==> config.mk <==
export PLATFORM = sky130hd
export DESIGN_NAME = affineTransformUnit
export DESIGN_NICKNAME = d
export VERILOG_FILES = /design/src/objPkg.sv /design/src/affineTransformUnit.sv
export SDC_FILE = /design/constraint.sdc
export NUM_CORES = 2
export LEC_CHECK = 0
export BUFFER_PORTS_ARGS = -buffer_cell sky130_fd_sc_hd__buf_2
export CAP_MARGIN = 20
export CORE_ASPECT_RATIO = 0.9
export CORE_MARGIN = 3
export CORE_UTILIZATION = 40
export CTS_CLUSTER_SIZE = 25
export DETAILED_ROUTE_END_ITERATION = 6
export SLEW_MARGIN = 20
export SYNTH_ARGS = -nofsm -noshare
export SYNTH_HDL_FRONTEND = slang
export SYNTH_SLANG_ARGS = --single-unit
==> constraint.sdc <==
create_clock -name clock -period 4.2 [get_ports clock]
set_input_delay 0.21 -clock clock [delete_from_list [all_inputs] [get_ports clock]]
set_output_delay 0.21 -clock clock [all_outputs]
set_load 0.02 [all_outputs]
==> src/objPkg.sv <==
package objPkg;

    // **************************************************
    // Sizes and layout of object attribute memory
    // **************************************************

    localparam int oamBytes     = 1024;
    localparam int oamWords     = oamBytes / 4;
    localparam int affineGroups = 32;
    localparam int groupStride  = 32;   // Bytes covered by one affine group.
    localparam int paramOffset  = 6;    // PA sits in the upper half of the second word.
    localparam int paramStep    = 8;
    localparam int fracBits     = 8;

    typedef logic [$clog2(oamBytes)-1:0]     oamAddr;
    typedef logic [31:0]                     oamWord;
    typedef logic [$clog2(affineGroups)-1:0] affineIndex;
    typedef logic signed [15:0]              affineParam;   // 8.8 fixed point.
    typedef logic signed [9:0]               pixelOffset;
    typedef logic signed [15:0]              texCoord;

    // **************************************************
    // Bundles that move between blocks
    // **************************************************

    typedef struct packed {
        oamAddr addr;
        oamWord data;
    } oamWrite;

    typedef struct packed {
        affineParam pa;
        affineParam pb;
        affineParam pc;
        affineParam pd;
    } affineSet;

    typedef struct packed {
        affineIndex index;
        pixelOffset dx;
        pixelOffset dy;
    } pixelRequest;

    typedef struct packed {
        pixelRequest req;
        affineSet    params;
    } transformJob;

    typedef struct packed {
        texCoord tx;
        texCoord ty;
    } texResult;

endpackage

==> src/affineTransformUnit.sv <==
`timescale 1ns/1ps

module affineTransformUnit (
    input  logic                clock,
    input  logic                reset,
    input  logic                jobValid,
    output logic                jobReady,
    input  objPkg::transformJob job,
    output logic                resValid,
    input  logic                resReady,
    output objPkg::texResult    res
);

    import objPkg::*;

    typedef logic signed [$bits(affineParam)+$bits(pixelOffset)-1:0] productWord;
    typedef logic signed [$bits(productWord):0]                       sumWord;

    logic       valid1;
    logic       valid2;
    productWord prodA, prodB, prodC, prodD;
    sumWord     sumX, sumY;
    sumWord     shiftX, shiftY;

    // Everything moves together; a full output stage that is not taken stalls both.
    assign jobReady = !valid2 || resReady;
    assign resValid = valid2;

    always_ff @(posedge clock, posedge reset) begin
        if (reset) begin
            valid1 <= 1'b0;
            valid2 <= 1'b0;
        end else if (jobReady) begin
            valid1 <= jobValid;
            valid2 <= valid1;
        end
    end

    // **************************************************
    // Stage 1 registers the signed products
    // **************************************************

    always_ff @(posedge clock) begin
        if (jobReady && jobValid) begin
            prodA <= $signed(job.params.pa) * $signed(job.req.dx);
            prodB <= $signed(job.params.pb) * $signed(job.req.dy);
            prodC <= $signed(job.params.pc) * $signed(job.req.dx);
            prodD <= $signed(job.params.pd) * $signed(job.req.dy);
        end
    end

    // **************************************************
    // Stage 2 turns the sums back into integer texels
    // **************************************************

    always_comb begin
        sumX   = prodA + prodB;
        sumY   = prodC + prodD;
        shiftX = sumX >>> fracBits;   // Drop the fraction, keeping the sign.
        shiftY = sumY >>> fracBits;
    end

    always_ff @(posedge clock) begin
        if (jobReady && valid1) begin
            res.tx <= texCoord'(shiftX);   // truncated to 16 bits
            res.ty <= texCoord'(shiftY);
        end
    end

endmodule

# --- Word level (Yosys, flattened, before mapping) ---
# Cells that the tools add are included.
totals:
  register_bits: 130
  romBits: 0
  output_inout_bits: 34
  latchBits: 0
  n_memories: 0
  wordCells: 18
  ram_bits: 0
classes:
  n_lt_le_gt_ge: 0
  n_div: 0
  eq_ne: 0
  add_sub_neg: 2
  shifts: 0
  bitwise: 0
  reduce_logical: 4
  n_mux: 0
  n_mul: 4
ops:
  columns: ["op", "count"]
  rows:
  - ["$mul A16 B10 Y24", 4]
  - ["$add A24 B24 Y24", 2]
  - ["$logic_and A1 B1 Y1", 2]
  - ["$logic_not A1 Y1", 1]
  - ["$logic_or A1 B1 Y1", 1]

# --- Depth between registers and ports, before layout ---
logic_depth:
  ltp_word: 3
  depth_mapped: 20

# --- Least setup slack after synthesis ---
# OpenSTA, ideal clock, no wires.
synth_timing:
  path_type: "input -> register"
  from: "in job[73] (netlist name)"
  to: "reg prodD[23], data pin"
  required_ns: 3.924
  path_stages: 18
  n_path_buf: 2
  setup_slack_ns: -0.956
  setup_time_ns: 0.276
  arrival_time_ns: 4.880
  cell_sequence: "clkbuf_1 > clkbuf_1 > nor2b_1 > fa_1 > fa_1 > fa_1 > fa_1 > inv_1 > fa_1 > inv_1 > ha_1 > and3_1 > nor4b_1 > a211oi_1 > a31oi_1 > o311a_1 > o41ai_1 > a311oi_1"
synth_between:
  elab_chain_len: 1
synth_rtl:
  columns: ["element", "line_no", "text"]
  rows:
  - ["start: declaration", "affineTransformUnit.sv:8", "input objPkg::transformJob job,"]
  - ["$mul A16 B10 Y24", "affineTransformUnit.sv:48", "prodD <= $signed(job.params.pd) * $signed(job.req.dy);"]
  - ["end signal: assignment", "affineTransformUnit.sv:48", null]
  - ["end: declaration", "affineTransformUnit.sv:21", "productWord prodA, prodB, prodC, prodD;"]
# Every way passes these cells.
# A chain may end at the register's enable or synchronous reset.

# --- Worst setup path after layout ---
layout_timing:
  from: "in job[21] (netlist name)"
  to: "reg prodC[22], data pin"
layout_between:
  elab_chain_len: 1
layout_rtl:
  columns: ["element", "line_no", "text"]
  rows:
  - ["$mul A16 B10 Y24", "affineTransformUnit.sv:47", "prodC <= $signed(job.params.pc) * $signed(job.req.dx);"]
  - ["end signal: assignment", "affineTransformUnit.sv:47", null]
  - ["end: declaration", "affineTransformUnit.sv:21", null]
# Every way passes these cells.

==> metrics <==
Routed WL 64.9 mm; PortBufs 121; share of cells above drive strength 1 0.275; failing checks negative setup slack; Vias 21.0k; DPL Wire Length 53.4 mm; Die Area 72400 um^2; xor/xnor share of the synthesized area 0.0426; Num Clock Sinks 130; worst hold path type in -> reg; clock buffer depth 2; Rel. slew slack 0.406; worst path required time 4.49 ns; Non-Filler Instances 4408; Worst-path clk slew 0.06 ns; post-synthesis average cell area 9.38 um^2; maximum number of pins on one net before global-route repair 51; post-synthesis compound-gate area fraction 0.0616; cell row count 90; drt first pass iters 5; Mapped Nets 3837; Root Driver clkbuf_16; ANT cells 0; Async SR Flop Fraction 0.0154; vias in the first global route 22.7k; worst setup margin -0.442 ns; WL/cell 14.7 um; Fmax 215 MHz; Synth area leaders fa_1, edfxtp_1, ha_1, inv_1, nand2_1; DR iter-0 viols 915; Area Growth Syn to Fin 30.7%; Fill cells 6150; DRC 0; # IOs 127; Skew-Pair Late Insertion Delay 0.42 ns; GRT Total Usage 0.184; Overflow after GRT 0; core box area 67800 um^2; Vias/cell 4.76; setup violators final 42; Net count, final 4360; flops & latches, synth 130; Worst EP arrival 4.93 ns; CP Class in -> reg; H-tree depth 4; CTS Buf Count 17; adder-cell share of the synthesized area 0.499; final period demand of the worst path 4.64 ns; skew final 0.0109 ns; RSZ-0062 raised after global routing yes; crit-path max FO 3; cell count after placement 4283; simple-gate share of the synthesized area 0.145; Worst Max-Slew Pin Slew 0.890 ns; number of max-cap violations 0; Post-synth top cells inv_1, fa_1, nand2_1; antenna violations before repair 0; post-route cell area 36200 um^2; dominant combinational cell family by area after synthesis adder cells; Die Span Y 256 um; Critical Path End Type register; placed instance area 32800 um^2; CTS tree built; dominant cell type by area after synthesis fa_1; EDFF count, synth 128; multiplexer share of the synthesized area 0.000768; Initial Util 0.408; final hold violation count 0; Syn Inst Count 2952; Die X 283 um; sequential share of the synthesized area 0.141; Post-DRT Antenna Nets 0; first-pass GRT wire length 110 mm; top_reg_cell synth edfxtp_1; fin. max-slew vios 0; final RePlAce weighted congestion 0.838; status finished, violations left; top-count cell post-synth inv_1; Mapped Area 27700 um^2; synth warn 0; Netlist cell types 71; Setup crit start kind input port; Synth top area share 0.376; period utilisation layout 1.11
==> path summary, 6_finish.rpt <==
kind,start,cells past startpoint,slack (ns),endpoint
min reg2reg,valid1,1,0.48,resValid
min,jobValid,2,0.04,valid1
max reg2reg,prodB[14],8,1.58,res[31]
max in group asynchronous,reset,3,3.92,valid1
max,job[21],19,-0.44,prodC[22]
min in group asynchronous,reset,3,0.17,resValid
==> layout by cell type (no fill, tap or decap), types with 24 or more instances in the layout <==
master / synthesis / routed
a21o_1: 33 / 32
a21oi_1: 88 / 55
and2_1: 220 / 196
and2_4: 1 / 24
buf_12: 0 / 29
buf_2: 1 / 80
buf_4: 1 / 412
buf_6: 0 / 66
edfxtp_1: 128 / 128
fa_1: 520 / 495
fa_2: 0 / 25
ha_1: 272 / 230
ha_4: 0 / 38
inv_1: 690 / 647
inv_2: 0 / 43
nand2_1: 392 / 350
nand2_2: 0 / 32
nand2b_1: 30 / 29
nor2_1: 45 / 34
nor2b_1: 48 / 41
o21ai_0: 37 / 25
xnor2_1: 101 / 92
xor2_1: 31 / 25
==> metal layers <==
layer / GRT usage / share of wire / routed length (um)
met3: 0.0254 / 0.037 / 2430
met1: 0.241 / 0.44 / 28300
met4: 0.0225 / 0.0084 / 546
met5: 0 / 0 / 0
met2: 0.333 / 0.52 / 33600
==> flip-flops by register name, summed over array words and instances (netlist names) <==
register  count
prodD        24
valid1        1
prodA        24
prodB        24
res          32
prodC        24
resValid      1
==> timing repair <==
item	in CTS	in global routing
endpoints found under the hold margin	2	0
pin swaps	129	125
gates resized for setup	309	155
buffers inserted	61	27
endpoints found under the setup margin	52	56
hold buffers	1	0
cloned	9	5
==> critical path, cell delays in order <==
cell and delay [ns]:
buf_8 0.10, and2_4 0.15, fa_1 0.53, inv_1 0.05, fa_1 0.53, inv_1 0.06, fa_1 0.46, fa_1 0.51
inv_1 0.05, fa_1 0.49, inv_2 0.05, ha_4 0.29, o211ai_4 0.08, a21o_1 0.21, o31ai_4 0.28, a21o_2 0.20
a211oi_2 0.08, or4b_1 0.52, nand3_2 0.08
==> cell families after synthesis <==
group	count (synthesis)
AO/OA/AOI/OAI	260
XOR/XNOR	133
adder cells (fa/ha/maj)	792
buffers and inverters	812
flip-flops	130
multiplexers	2
AND/OR/NAND/NOR	823
==> metrics by stage <==
stage               hold WS [ns]  setup TNS, ns  setup slack [ns]   util
finish                    0.0402          -9.97            -0.442  0.534
global route              0.0242         -16.00            -0.567  0.534
CTS                       0.0192         -10.21            -0.459  0.521
detailed placement        0.0657         -47.68             -1.12  0.483
global placement          0.0635         -46.01             -1.09  0.483
floorplan                -0.0488         -11.70            -0.733      -
==> layout make-up <==
type	count	area (um^2)	area share
clock inverter	12	205	0.00567
sequential	130	3890	0.108
inverter	690	2590	0.0715
timing repair buffer	626	5530	0.153
multi-input combinational	2010	22400	0.618
clock buffer	20	447	0.0123
tap	920	1150	0.0318
Power is not shown: default switching activity piles up to over one toggle a cycle in this logic, so the estimate is an artifact.
