[src/objPkg.sv]
package objPkg;

    // **************************************************
    // Sizes and layout of object attribute memory
    // **************************************************

    localparam int oamBytes     = 1024;
    localparam int oamWords     = oamBytes / 4;
    localparam int affineGroups = 32;
    localparam int groupStride  = 32;   // Bytes covered by one affine group.
    localparam int paramOffset  = 6;    // PA sits in the upper half of the second word.
    localparam int paramStep    = 8;
    localparam int fracBits     = 8;

    typedef logic [$clog2(oamBytes)-1:0]     oamAddr;
    typedef logic [31:0]                     oamWord;
    typedef logic [$clog2(affineGroups)-1:0] affineIndex;
    typedef logic signed [15:0]              affineParam;   // 8.8 fixed point.
    typedef logic signed [9:0]               pixelOffset;
    typedef logic signed [15:0]              texCoord;

    // **************************************************
    // Bundles that move between blocks
    // **************************************************

    typedef struct packed {
        oamAddr addr;
        oamWord data;
    } oamWrite;

    typedef struct packed {
        affineParam pa;
        affineParam pb;
        affineParam pc;
        affineParam pd;
    } affineSet;

    typedef struct packed {
        affineIndex index;
        pixelOffset dx;
        pixelOffset dy;
    } pixelRequest;

    typedef struct packed {
        pixelRequest req;
        affineSet    params;
    } transformJob;

    typedef struct packed {
        texCoord tx;
        texCoord ty;
    } texResult;

endpackage

[src/attributeLookupUnit.sv]
`timescale 1ns/1ps

module attributeLookupUnit (
    input  logic               clock,
    input  logic               reset,
    input  logic               start,
    input  objPkg::affineIndex index,
    output objPkg::oamAddr     oamAddress,
    output logic               readOam,
    input  objPkg::oamWord     oamData,
    output objPkg::affineSet   params,
    output logic               done
);

    import objPkg::*;

    typedef enum logic [2:0] {
        idle,
        prep,
        writeA,
        writeB,
        writeC,
        writeD,
        finish
    } lookupState;

    lookupState state, nextState;
    oamAddr     addrReg;

    always_ff @(posedge clock, posedge reset) begin
        if (reset) begin
            state <= idle;
            done  <= 1'b0;
        end else begin
            state <= nextState;
            done  <= (state == finish);
        end
    end

    // The first address comes from the group number, the rest walk from the register.
    assign oamAddress = (state == prep) ? oamAddr'(index * groupStride + paramOffset)
                                        : addrReg;

    always_ff @(posedge clock) begin
        addrReg <= oamAddress + oamAddr'(paramStep);
    end

    // Read data lags the address by one cycle, so capture trails the read by one state.
    always_ff @(posedge clock) begin
        case (state)
            writeA: params.pa <= affineParam'(oamData[31:16]);
            writeB: params.pb <= affineParam'(oamData[31:16]);
            writeC: params.pc <= affineParam'(oamData[31:16]);
            writeD: params.pd <= affineParam'(oamData[31:16]);
            default: ;
        endcase
    end

    always_comb begin
        nextState = idle;
        readOam   = 1'b0;
        case (state)
            idle: nextState = start ? prep : idle;
            prep: begin
                readOam   = 1'b1;
                nextState = writeA;
            end
            writeA: begin
                readOam   = 1'b1;
                nextState = writeB;
            end
            writeB: begin
                readOam   = 1'b1;
                nextState = writeC;
            end
            writeC: begin
                readOam   = 1'b1;
                nextState = writeD;
            end
            writeD: nextState = finish;
            finish: nextState = idle;
            default: nextState = idle;
        endcase
    end

    // **************************************************
    // Checks
    // **************************************************

    startWhenIdle: assert property (
        @(posedge clock) disable iff (reset) start |-> (state == idle)
    ) else $error("Lookup started while busy.");

    donePulse: assert property (
        @(posedge clock) disable iff (reset) done |=> !done
    ) else $error("Lookup done held longer than one cycle.");

endmodule

[config.mk]
export PLATFORM = sky130hd
export DESIGN_NAME = attributeLookupUnit
export DESIGN_NICKNAME = d
export VERILOG_FILES = /design/src/objPkg.sv /design/src/attributeLookupUnit.sv
export SDC_FILE = /design/constraint.sdc
export NUM_CORES = 1
export LEC_CHECK = 0
export BUFFER_PORTS_ARGS = -buffer_cell sky130_fd_sc_hd__buf_2
export CORE_UTILIZATION = 46
export DETAILED_ROUTE_END_ITERATION = 16
export PLACE_DENSITY_LB_ADDON = 0.3
export SLEW_MARGIN = 30
export SYNTH_ARGS = -nofsm -noshare
export SYNTH_HDL_FRONTEND = slang
export SYNTH_SLANG_ARGS = --single-unit
export TNS_END_PERCENT = 20
[constraint.sdc]
create_clock -name clock -period 2.7 [get_ports clock]
set_input_delay 0.405 -clock clock [delete_from_list [all_inputs] [get_ports clock]]
set_output_delay 0.405 -clock clock [all_outputs]
set_load 0.02 [all_outputs]
After elaboration in Yosys (flattened, before gate mapping)

Cells that the tools add are included.

Output and inout port bits: 76
Input port bits: 40
Flip-flop bits (word level): 78
Logic and storage cells: 21

$add $sub $neg: 2
Equality and inequality tests: 6
Reductions and logical operators: 2
Multiplexer cells: 4

Operators by type and width:

| kind                                           | count |
|---|---|
| case mux 3 bit (6 select lines)                | 1 |
| adder 10 x 3 -> 10 bit (second input constant) | 1 |
| adder 10 x 4 -> 10 bit (second input constant) | 1 |
| two-way mux 10 bit                             | 1 |
| == test 3 bit (second input constant)          | 3 |
| == test 3 x 2 -> 1 bit (second input constant) | 2 |
| OR reduction 4 bit                             | 1 |
| == test 3 x 1 -> 1 bit (second input constant) | 1 |
| zero test 3 bit                                | 1 |
| two-way mux 1 bit                              | 2 |

Longest topological paths before layout

Depth in word-level cells: 3
Mapped depth: 11
Gate-level depth less buffers: 9

Worst setup path after synthesis

OpenSTA, ideal clock, no wires.

Path kind: register to register
From: register state[0]
To: register params[48] (netlist bit), enable pin
Path buffers: 1
Period minus slack after synthesis: 2.148 ns
Library setup time: 0.412 ns
Slack: 0.552 ns
Required time: 2.288 ns
Cell stages (with the launch flop): 3
Arrival: 1.736 ns
Cells stage by stage: dfrtp_1 > buf_4 > nor3_1

Cells in the longest elaborated chain, start to end: 1

RTL lines:

| item                   | RTL line                  | text |
|---|---|---|
| start, declared        | attributeLookupUnit.sv:27 | `lookupState state, nextState;` |
| start signal, assigned | attributeLookupUnit.sv:32 | `state <= idle;` |
| start signal, assigned | attributeLookupUnit.sv:35 | `state <= nextState;` |
| == test 3 x 2 -> 1 bit | attributeLookupUnit.sv:50 | `case (state)` |
| end, declared          | attributeLookupUnit.sv:11 | `output objPkg::affineSet params,` |

No other way between the ends.
A chain may end at the register's enable or synchronous reset.

Worst setup path after layout

From: register state[0]
To: output oamAddress[6]

Cells in the longest elaborated chain, start to end: 2

RTL lines:

| item                   | RTL line                  | text |
|---|---|---|
| == test 3 x 1 -> 1 bit | attributeLookupUnit.sv:41 | `assign oamAddress = (state == prep) ? oamAddr'(index * groupStride + paramOffset)` |
| two-way mux 10 bit     | attributeLookupUnit.sv:41 |  |
| end, declared          | attributeLookupUnit.sv:8  | `output objPkg::oamAddr oamAddress,` |

No other way between the ends.

==> out/metrics.cfg <==
[status]
status = finished, final reports clean

[clock_tree]
clk_pin_slew_ns = 0.07
cts_buffers = 9
cts_root_buf = clkbuf_8
cts_tree = yes
post_cts_resize_count = 0
cts_sinks = 78
cts_setup_buffers = 0
clkLatencyLatePin_ns = 0.33
htreeDepth = 3
clockBufferDepth = 2
cts-hold-fix-buffers = 1

[global_routing]
met3_usage = 0.0405
grt_start_max_net_pins = 18
grt_usage = 0.170
grt_antenna_before_repair = 0
grt_use_met2 = 0.277
grt_first_pass_wirelength_um = 7350
top_usage_layer = met2
first_global_vias = 1495
grt-ovfl-total = 0
use_met1 = 0.203

[floorplan]
core_area_mm2 = 0.00527
boundaryPins = 116
fp-row-count = 26
die_w_um = 77.0
dieArea_mm2 = 0.00593
initial_utilization = 0.491
dieHeight_um = 77.0

[synthesis]
synth_area_leaders = edfxtp_1 74%, dfxtp_1 7.7%, dfrtp_1 3.9%, nand2_1 2.0%, xnor2_1 2.0%
yosysWarnings = 0
yosys_register_bits = 78
ys_seq_area_frac = 0.858
synth_top_area_cell = edfxtp_1
ys_types = 25
syn_area_mm2 = 0.00259
synth_top_area_frac = 0.742
syn_nets = 180
syn_area_per_cell_um2 = 18.6
synthCells = 139

[timing]
worstMarginPinSlew_ns = 0.912
fmax_mhz = 465
drv_slew = 0
fin_ws_ns = 0.551
finClkSkew_ns = 0.00587
fin_crit_sh = 0.796
final.setup.tns_ns = 0
rsz0062_at_grt = false
setup_viol = 0
min_period_ns = 2.15
slew_headroom = 0.392
finalHoldViolCount = 0

[finish]
nets = 292
diodes = 0
layout_common_cells = 99 x buf_2, 64 x edfxtp_1, 14 x nand2_1
synthToLayoutAreaGrowth_pct = 30.5
fin_util = 0.642
mostFrequentLayoutCell = buf_2
finalInstanceArea_mm2 = 0.00338
n_fill_cell = 443
final_layout_size_suffix_gt1_frac = 0.478

[power_and_ir_drop]
ir_worst_vdd_mv = 0.609
leakage_uw = 0.00139
power_density_mw_per_mm2 = 1090

[place]
io_buffer_count = 99
dpl.hpwl_um = 3360
pre_cts_ws_ns = 0.835
dpl_cell_area_mm2 = 0.00319
place_congestion = 0.771

[drt]
wirelength_um = 4800
dr.pass1.iters = 4
drtIter0Drc = 71
drc_errors = 0
wl_per_cell_um = 14.8
ant_nets = 0
vias_per_cell = 4.76
vias = 1547

[critical_path]
worstPathRequired_ns = 2.30
crit_fanout = 9
arrival_ns = 1.74
path_class = reg -> out
start_kind = flip-flop
cp-end-kind = output pin

[hold_path]
hold_class = in -> reg

[run]
cap_violations = 0

-- per-stage QoR --
stage               hold slack (ns)  power, µW  instances
finish                        0.291       3700        325
global route                  0.273       3880        325
CTS                           0.276       3720        325
detailed placement            0.306       2940        309
global placement              0.290       2910        309
floorplan                     0.171       2540        139
-- power by group --
part	internal [µW]	total [µW]	switching (µW)
Clock	416	799	382
Sequential	1630	1760	134
Combinational	369	1130	764
Total	2420	3700	1280
-- metal layers --
metal  up-vias  wire, µm  part of all wire
met5         -         0                 0
met4         0       119             0.025
met3        10       251             0.052
met2        65      2330              0.49
met1       743      2100              0.44
li1        729         -                 -
-- cells by family (layout without fill, tap and decap cells) --
logic type / count (synthesis) / after routing / share of synthesized area
mux: 2 / 2 / 0.00966
xor+xnor: 8 / 8 / 0.0271
flops: 78 / 78 / 0.858
fa+ha+maj: 1 / 1 / 0.00483
buf+inv: 8 / 124 / 0.0184
compound gates: 7 / 7 / 0.0164
simple gates: 35 / 35 / 0.0657
-- synthesized netlist by cell type --
master,count
nor2_1,6
inv_2,1
clkinv_4,1
buf_2,1
edfxtp_1,64
a211oi_1,1
and2_1,2
nand2b_1,3
ha_1,1
and3_1,1
buf_4,1
inv_1,3
dfxtp_1,10
dfrtp_1,4
nand2_1,14
xor2_1,2
a21o_1,2
nand3_4,1
mux2i_1,1
mux2_4,1
nor3_1,4
xnor2_1,6
nand3_1,4
o21ai_0,4
buf_6,1
-- critical path, stage by stage, from the launching register on --
cell and delay [ns]:
dfrtp_1 0.55, nand2b_1 0.14, nor2_1 0.34, nand2_1 0.12, o21ai_0 0.09, buf_2 0.19
-- final timing paths --
path	start	to	slack, ns	cells past startpoint
min in group asynchronous	reset	done$_DFF_PP0_	0.50	3
worst max register to register	state[2]$_DFF_PP0_	addrReg[9]$_DFF_P_	0.81	9
worst max-delay path	state[0]$_DFF_PP0_	oamAddress[6]	0.55	5
worst min register to register	addrReg[3]$_DFF_P_	addrReg[3]$_DFF_P_	0.42	1
worst min-delay path	oamData[21]	params[5]$_DFFE_PN_	0.29	1
max in group asynchronous	reset	state[0]$_DFF_PP0_	2.04	3
-- area by class of cell --
class                      count  area, µm²  area share
clock inverter                 5       51.3      0.0152
multi-input combinational     53        333      0.0984
sequential                    78       2220       0.657
inverter                       5       23.8     0.00703
clock buffer                  10        128      0.0377
tap                           70       87.6      0.0259
timing repair buffer         104        536       0.158
-- flip-flops by register name, indices dropped and copies added, names as in the netlist --
name and cells:
addrReg 10, done 1, params 64, state 3
Power figures use the tool's default switching activity.
