## src/objPkg.sv

```systemverilog
package objPkg;

    // **************************************************
    // Sizes and layout of object attribute memory
    // **************************************************

    localparam int oamBytes     = 1024;
    localparam int oamWords     = oamBytes / 4;
    localparam int affineGroups = 32;
    localparam int groupStride  = 32;   // Bytes covered by one affine group.
    localparam int paramOffset  = 6;    // PA sits in the upper half of the second word.
    localparam int paramStep    = 8;
    localparam int fracBits     = 8;

    typedef logic [$clog2(oamBytes)-1:0]     oamAddr;
    typedef logic [31:0]                     oamWord;
    typedef logic [$clog2(affineGroups)-1:0] affineIndex;
    typedef logic signed [15:0]              affineParam;   // 8.8 fixed point.
    typedef logic signed [9:0]               pixelOffset;
    typedef logic signed [15:0]              texCoord;

    // **************************************************
    // Bundles that move between blocks
    // **************************************************

    typedef struct packed {
        oamAddr addr;
        oamWord data;
    } oamWrite;

    typedef struct packed {
        affineParam pa;
        affineParam pb;
        affineParam pc;
        affineParam pd;
    } affineSet;

    typedef struct packed {
        affineIndex index;
        pixelOffset dx;
        pixelOffset dy;
    } pixelRequest;

    typedef struct packed {
        pixelRequest req;
        affineSet    params;
    } transformJob;

    typedef struct packed {
        texCoord tx;
        texCoord ty;
    } texResult;

endpackage

```

## src/affineRequestSequencer.sv

```systemverilog
`timescale 1ns/1ps

module affineRequestSequencer (
    input  logic                clock,
    input  logic                reset,
    input  logic                reqValid,
    output logic                reqReady,
    input  objPkg::pixelRequest req,
    input  logic                oamWrValid,
    output logic                lookupStart,
    output objPkg::affineIndex  lookupIndex,
    input  logic                lookupDone,
    input  objPkg::affineSet    lookupParams,
    output logic                jobValid,
    input  logic                jobReady,
    output objPkg::transformJob job
);

    import objPkg::*;

    typedef enum logic [1:0] {
        seqIdle,
        seqStart,
        seqWait,
        seqOffer
    } seqState;

    seqState     state, nextState;
    pixelRequest heldReq;
    affineSet    cacheParams;
    affineIndex  cacheIndex;
    logic        cacheValid;
    logic        cacheHit;
    logic        lookupDirty;   // OAM changed while the lookup was reading.
    logic        reqFire;
    logic        jobFire;
    logic        fill;

    assign reqFire = reqValid && reqReady;
    assign jobFire = jobValid && jobReady;
    assign fill    = (state == seqWait) && lookupDone;

    // A write in the same cycle forces a miss so the lookup sees the new data.
    assign cacheHit = cacheValid && !oamWrValid && (cacheIndex == req.index);

    assign reqReady    = (state == seqIdle);
    assign lookupStart = (state == seqStart);
    assign jobValid    = (state == seqOffer);
    assign lookupIndex = heldReq.index;
    assign job         = '{req: heldReq, params: cacheParams};

    always_comb begin
        nextState = state;
        case (state)
            seqIdle:  if (reqFire) nextState = cacheHit ? seqOffer : seqStart;
            seqStart: nextState = seqWait;
            seqWait:  if (lookupDone) nextState = seqOffer;
            seqOffer: if (jobFire) nextState = seqIdle;
            default:  nextState = seqIdle;
        endcase
    end

    always_ff @(posedge clock, posedge reset) begin
        if (reset) begin
            state       <= seqIdle;
            cacheValid  <= 1'b0;
            lookupDirty <= 1'b0;
        end else begin
            state <= nextState;
            if (state == seqStart) lookupDirty <= 1'b0;
            else if (oamWrValid) lookupDirty <= 1'b1;
            if (oamWrValid) cacheValid <= 1'b0;
            else if (fill) cacheValid <= !lookupDirty;
        end
    end

    always_ff @(posedge clock) begin
        if (reqFire) heldReq <= req;
        if (fill) begin
            cacheParams <= lookupParams;
            cacheIndex  <= heldReq.index;
        end
    end

    jobStable: assert property (
        @(posedge clock) disable iff (reset)
        jobValid && !jobReady |=> jobValid && $stable(job)
    ) else $error("Job changed while stalled.");

endmodule

```

## config.mk

```make
export PLATFORM = sky130hd
export DESIGN_NAME = affineRequestSequencer
export DESIGN_NICKNAME = d
export VERILOG_FILES = /design/src/objPkg.sv /design/src/affineRequestSequencer.sv
export SDC_FILE = /design/constraint.sdc
export NUM_CORES = 1
export LEC_CHECK = 0
export ABC_AREA = 1
export BUFFER_PORTS_ARGS = -buffer_cell sky130_fd_sc_hd__buf_4
export CAP_MARGIN = 40
export CORE_MARGIN = 2
export CORE_UTILIZATION = 39
export CTS_BUF_LIST = sky130_fd_sc_hd__clkbuf_16
export CTS_CLUSTER_DIAMETER = 80
export DETAILED_ROUTE_END_ITERATION = 7
export PLACE_DENSITY = 0.84
export SLEW_MARGIN = 20
export SYNTH_ARGS = -nofsm -noshare
export SYNTH_HDL_FRONTEND = slang
export SYNTH_SLANG_ARGS = --single-unit
```

## constraint.sdc

```tcl
create_clock -name clock -period 2.3 [get_ports clock]
set_input_delay 0.345 -clock clock [delete_from_list [all_inputs] [get_ports clock]]
set_output_delay 0.345 -clock clock [all_outputs]
set_load 0.02 [all_outputs]
```

# Word level (Yosys, flattened, before mapping)
# Cells that the tools add are included.
# Widths: inputs -> output; s select.
classes:
  div: 0
  n_lt_le_gt_ge: 0
  add_sub_neg: 0
  muxes: 9
  n_reduce_logical: 11
  n_shift: 0
  eq_ne: 7
  bitwise_logic: 0
  multipliers: 0
op_table:
  columns: ["op", "count"]
  rows:
  - ["$mux 2", 4]
  - ["$pmux 2 s4", 1]
  - ["$eq 5x5->1", 1]
  - ["$logic_and 1x1->1", 5]
  - ["$eq 2x2->1 const B", 2]
  - ["$mux 1", 4]
  - ["$ne 2x1->1 const B", 2]
  - ["$reduce_bool 2->1", 2]
  - ["$reduce_and 3->1", 1]
  - ["$eq 2x1->1 const B", 1]
  - ["$logic_not 1->1", 2]
  - ["$logic_not 2->1", 1]
  - ["$ne 2x2->1 const B", 1]
totals:
  mem_count: 0
  latchBits: 0
  output_inout_bits: 97
  ramBits: 0
  inputBits: 95
  romBits: 0
  register_bits: 98

# Depth between registers and ports, before layout
depth:
  ltp_word: 6
  depth_mapped: 7
  ltp_nobuf: 7

# Least setup slack after synthesis
# No wires, ideal clock.
synth_timing:
  kind: "register to register"
  start: "reg state[0]"
  end: "reg cacheValid"
  stages_incl_launch_ff: 7
  synth_period_minus_slack_ps: 2528
  path_buffers: 0
  path_slack_ps: -228
  arrival_ps: 2429
  t_required_ps: 2201
  cell_sequence: "dfrtp_1 > inv_1 > ha_1 > nand2_1 > inv_1 > o21ai_0 > a21oi_1"
synth_via:
  elab_chain_len: 3
synth_rtl:
  columns: ["item", "line_no", "rtl"]
  rows:
  - ["start: declaration", "affineRequestSequencer.sv:28", "seqState state, nextState;"]
  - ["start signal: assignment", "affineRequestSequencer.sv:65", "state <= seqIdle;"]
  - ["start signal: assignment", "affineRequestSequencer.sv:69", "state <= nextState;"]
  - ["$eq 2x2->1", "affineRequestSequencer.sv:41", "assign fill = (state == seqWait) && lookupDone;"]
  - ["$logic_and 1x1->1", "affineRequestSequencer.sv:41", null]
  - ["named net fill", "affineRequestSequencer.sv:37", "logic fill;"]
  - ["$reduce_bool 2->1 (no line)", null, null]
  - ["end signal: assignment", "affineRequestSequencer.sv:73", "else if (fill) cacheValid <= !lookupDirty;"]
  - ["end: declaration", "affineRequestSequencer.sv:32", "logic cacheValid;"]
# The timed path passes the listed nets, and every way through them passes these cells.
# A chain may end at the register's enable or synchronous reset.

# Worst setup path after layout
layout_timing:
  start: "reg state[0]"
  end: "reg cacheParams, in the netlist job[41] (enable)"
layout_via:
  elab_chain_len: 2
layout_rtl:
  columns: ["item", "line_no", "rtl"]
  rows:
  - ["$eq 2x2->1", "affineRequestSequencer.sv:41", null]
  - ["$logic_and 1x1->1", "affineRequestSequencer.sv:41", null]
  - ["named net fill", "affineRequestSequencer.sv:37", null]
  - ["end signal: assignment", "affineRequestSequencer.sv:80", "cacheParams <= lookupParams;"]
  - ["end: declaration", "affineRequestSequencer.sv:30", "affineSet cacheParams;"]
# The timed path passes the listed nets, and every way through them passes these cells.

==> impl_results.md <==
* Run status: finished clean
* Chip width at 95.26 µm
* Hold Vio Cnt, Final at 0
* Critical path class: reg2reg
* Initial DRC count at 45
* Yosys reg bits at roughly 100
* Clock transition at the registers of the reported paths at around 0.070 ns
* Total of warnings raised by yosys at 0
* RSZ-0062 raised after global routing: no
* CP delay by family, top: buffers and inverters
* Setup-failing EPs final at 0
* Cells on worst reg2reg path at 5
* Slew Limit Fails at 0
* Post-route design area at between 5000 and 6000 µm²
* R2R Setup Slk at 0.61 ns
* Leakage power at between 2 and 2.5 nW
* Deepest clock path buffer count at 2
* Critical Path Sink: job[41]
* DPL Wire Length at between 5000 and 6000 µm
* Sequential area share after synthesis at 0.8998
* Grt total ovfl at 0
* Setup crit end kind: flop
* TritonRoute pass-1 iters at 4
* Final TNS setup at 0 ns
* Fillers at 595
* Residual DRC at 0
* Vias per cell at 4.381
* Routed WL per cell at about 15 µm
* Worst r2r dst: job[41]
* CP bufs+invs at 3
* EDFF count, synth at 94
* Gr usage total at 0.1474
* Slew @ Worst Pin at between 0.4 and 0.5 ns
* Share of Yosys cell area claimed by the top area cell type at 0.8690
* GR met2 Demand/Resource at 0.2612
* Met3 usage at 0.04980
* Cells after DPL at around 460
* Top cells by area, synth: edfxtp_1, dfrtp_1, inv_1, nand2_1, ha_1
* CP max stage delay at roughly 0.4 ns
* Most common flop cell mapped by yosys: edfxtp_1
* CP Depth at 5
* Worst VDD drop at ~410 µV
* Minimum clock period at 1.693 ns
* Most common cell in the netlist: edfxtp_1
* Nets at about 460
* Worst path cell trace: inv_1 -> ha_1 -> nand2_1 -> clkinvlp_4 -> buf_4
* Gr busiest metal: met2
* Mapped Cells at around 160
* CTS tree: built
* Synth cell types at 13
* Tcrit/Tclk final at 0.7359
* Reg-to-Reg Start: state[0]
* Post-synth ARST share at 0.04082
* Sequential cell area at around 3000 µm²
* Clk_skew at 0.005503 ns
* Buffers on Ports at roughly 190
* Die area at around 9000 µm²
* Slowest cell on crit path: dfrtp_1
* Gpl congestion at 0.7109
* Root Buffer: clkbuf_16
* Area of the multi-input gates at around 210 µm²
* Slew HR at 0.7035
* Die Height at approximately 95 µm
* Num ports at around 190
* Placed cell area at around 4800 µm²
* Synthesis-to-finish area growth at 57.05%
* Critical Path RT at 2.27 ns
* Hold path startpoint: req[8]
* Clk Latency, worst-skew pair at 0.33 ns
* Layout cells sized above 1 at 0.5749
* Row cnt at 33
* PD cells at 1008 nW/µm²
* Max-Cap Viols at 0
* Worst hold path class: in2reg
* Synth cell count leaders: edfxtp_1, inv_1, nand2_1
* Vias in the first global route at 2012
* Starting density of the core at 0.3993
* Yosys top cell by area: edfxtp_1
* H-tree levels at 3
* Cts repair resizes at 0
* Synth Area per Inst at 19.93 µm²
* Mapped Nets at ~260
* Initial antenna violation count at 0
* Largest net degree at the start of global routing at 37
* CTS Buf Count at 9
* CTS Sinks at 98
* Worst Path Arrival at 1.67 ns
* CP max FO at 35
* N_diodes at 0
* Critical path launch point type: flop
* DRT antenna net count at 0
* Fin Hold WS at 0.1850 ns
* Crit path from: state[0]
* Global-route wire length before repair at around 9700 µm
* Finished Layout Cells at around 470
* Routed WL at ~6900 µm
* Fmax at 590.8 MHz
* Vias at about 2100
* Core ar. at roughly 8000 µm²
* M1 GR Usage at 0.1632
* Post-Synthesis Cell Area at approximately 3200 µm²
per-stage QoR:
step           setup slack (ns)  utilization  power [mW]
5_1_grt                  0.4942       0.6271       5.382
3_5_place_dp             0.6193       0.5904       3.747
6_report                 0.6074       0.6271       5.144
4_1_cts                  0.6086       0.6271       5.194
2_1_floorplan           0.06321            -       3.136
3_3_place_gp             0.7012       0.5904       3.703
routing by layer:
layer	vias up	part of all wire
li1	977	-
met1	956	0.37
met2	124	0.52
met3	11	0.11
met4	0	0.013
met5	-	0
registers in the layout, indices dropped and copies added (netlist names):
register,count
lookupDirty,1
job,84
cacheIndex,5
lookupIndex,5
state,2
cacheValid,1
worst min-delay path by stage:
stage	slack (ns)	cells past startpoint	to
after floorplan	0.11	1	cacheValid
after global placement	0.24	2	cacheValid
after detailed placement	0.24	2	lookupDirty
after CTS	0.18	1	job[16]
after global routing	0.17	1	job[38]
final	0.18	1	job[72]
power breakdown:
part / total (mW) / internal (mW) / switching [mW]
combinational: 1.26 / 0.512 / 0.743
clock: 1.45 / 0.840 / 0.608
sequential: 2.44 / 2.34 / 0.104
cells by family (layout without fill, tap and decap cells):
group | after synthesis | in the layout | share of synthesized area
flops | 98 | 98 | 0.8998
simple gates | 30 | 30 | 0.03852
buf+inv | 25 | 229 | 0.03467
fa+ha+maj | 5 | 5 | 0.01926
compound gates | 5 | 5 | 0.007703
worst register-to-register path, delay by kind of cell, from the launching register on:
kind / cells / cell delay [ns]
flip-flops: 1 / 0.40
adder cells (fa/ha/maj): 1 / 0.22
buffers and inverters: 3 / 0.59
AND/OR/NAND/NOR: 1 / 0.10
layout by cell type (no fill, tap or decap), drive strengths merged, types with 2 or more instances in the layout:
cell type and instances:
a21oi 4, ha 5, nand3 3, clkinvlp 2, buf 194, nor2 7
clkbuf 9, nand2 19, inv 21, dfrtp 4, edfxtp 94
final cells by class:
type | count | share of cell area
clock inverter | 5 | 0.01251
clock buffer | 9 | 0.04415
inverter | 20 | 0.01545
sequential | 98 | 0.5730
timing repair buffer | 195 | 0.2875
multi-input combinational | 40 | 0.04170
tap | 105 | 0.02575
what timing repair did:
action | 4_1_cts | 5_1_grt
hold buffers | 1 | 0
buffers inserted | 0 | 0
hold endpoints to repair | 4 | 0
No activity file was read; power rests on OpenSTA's default activity.
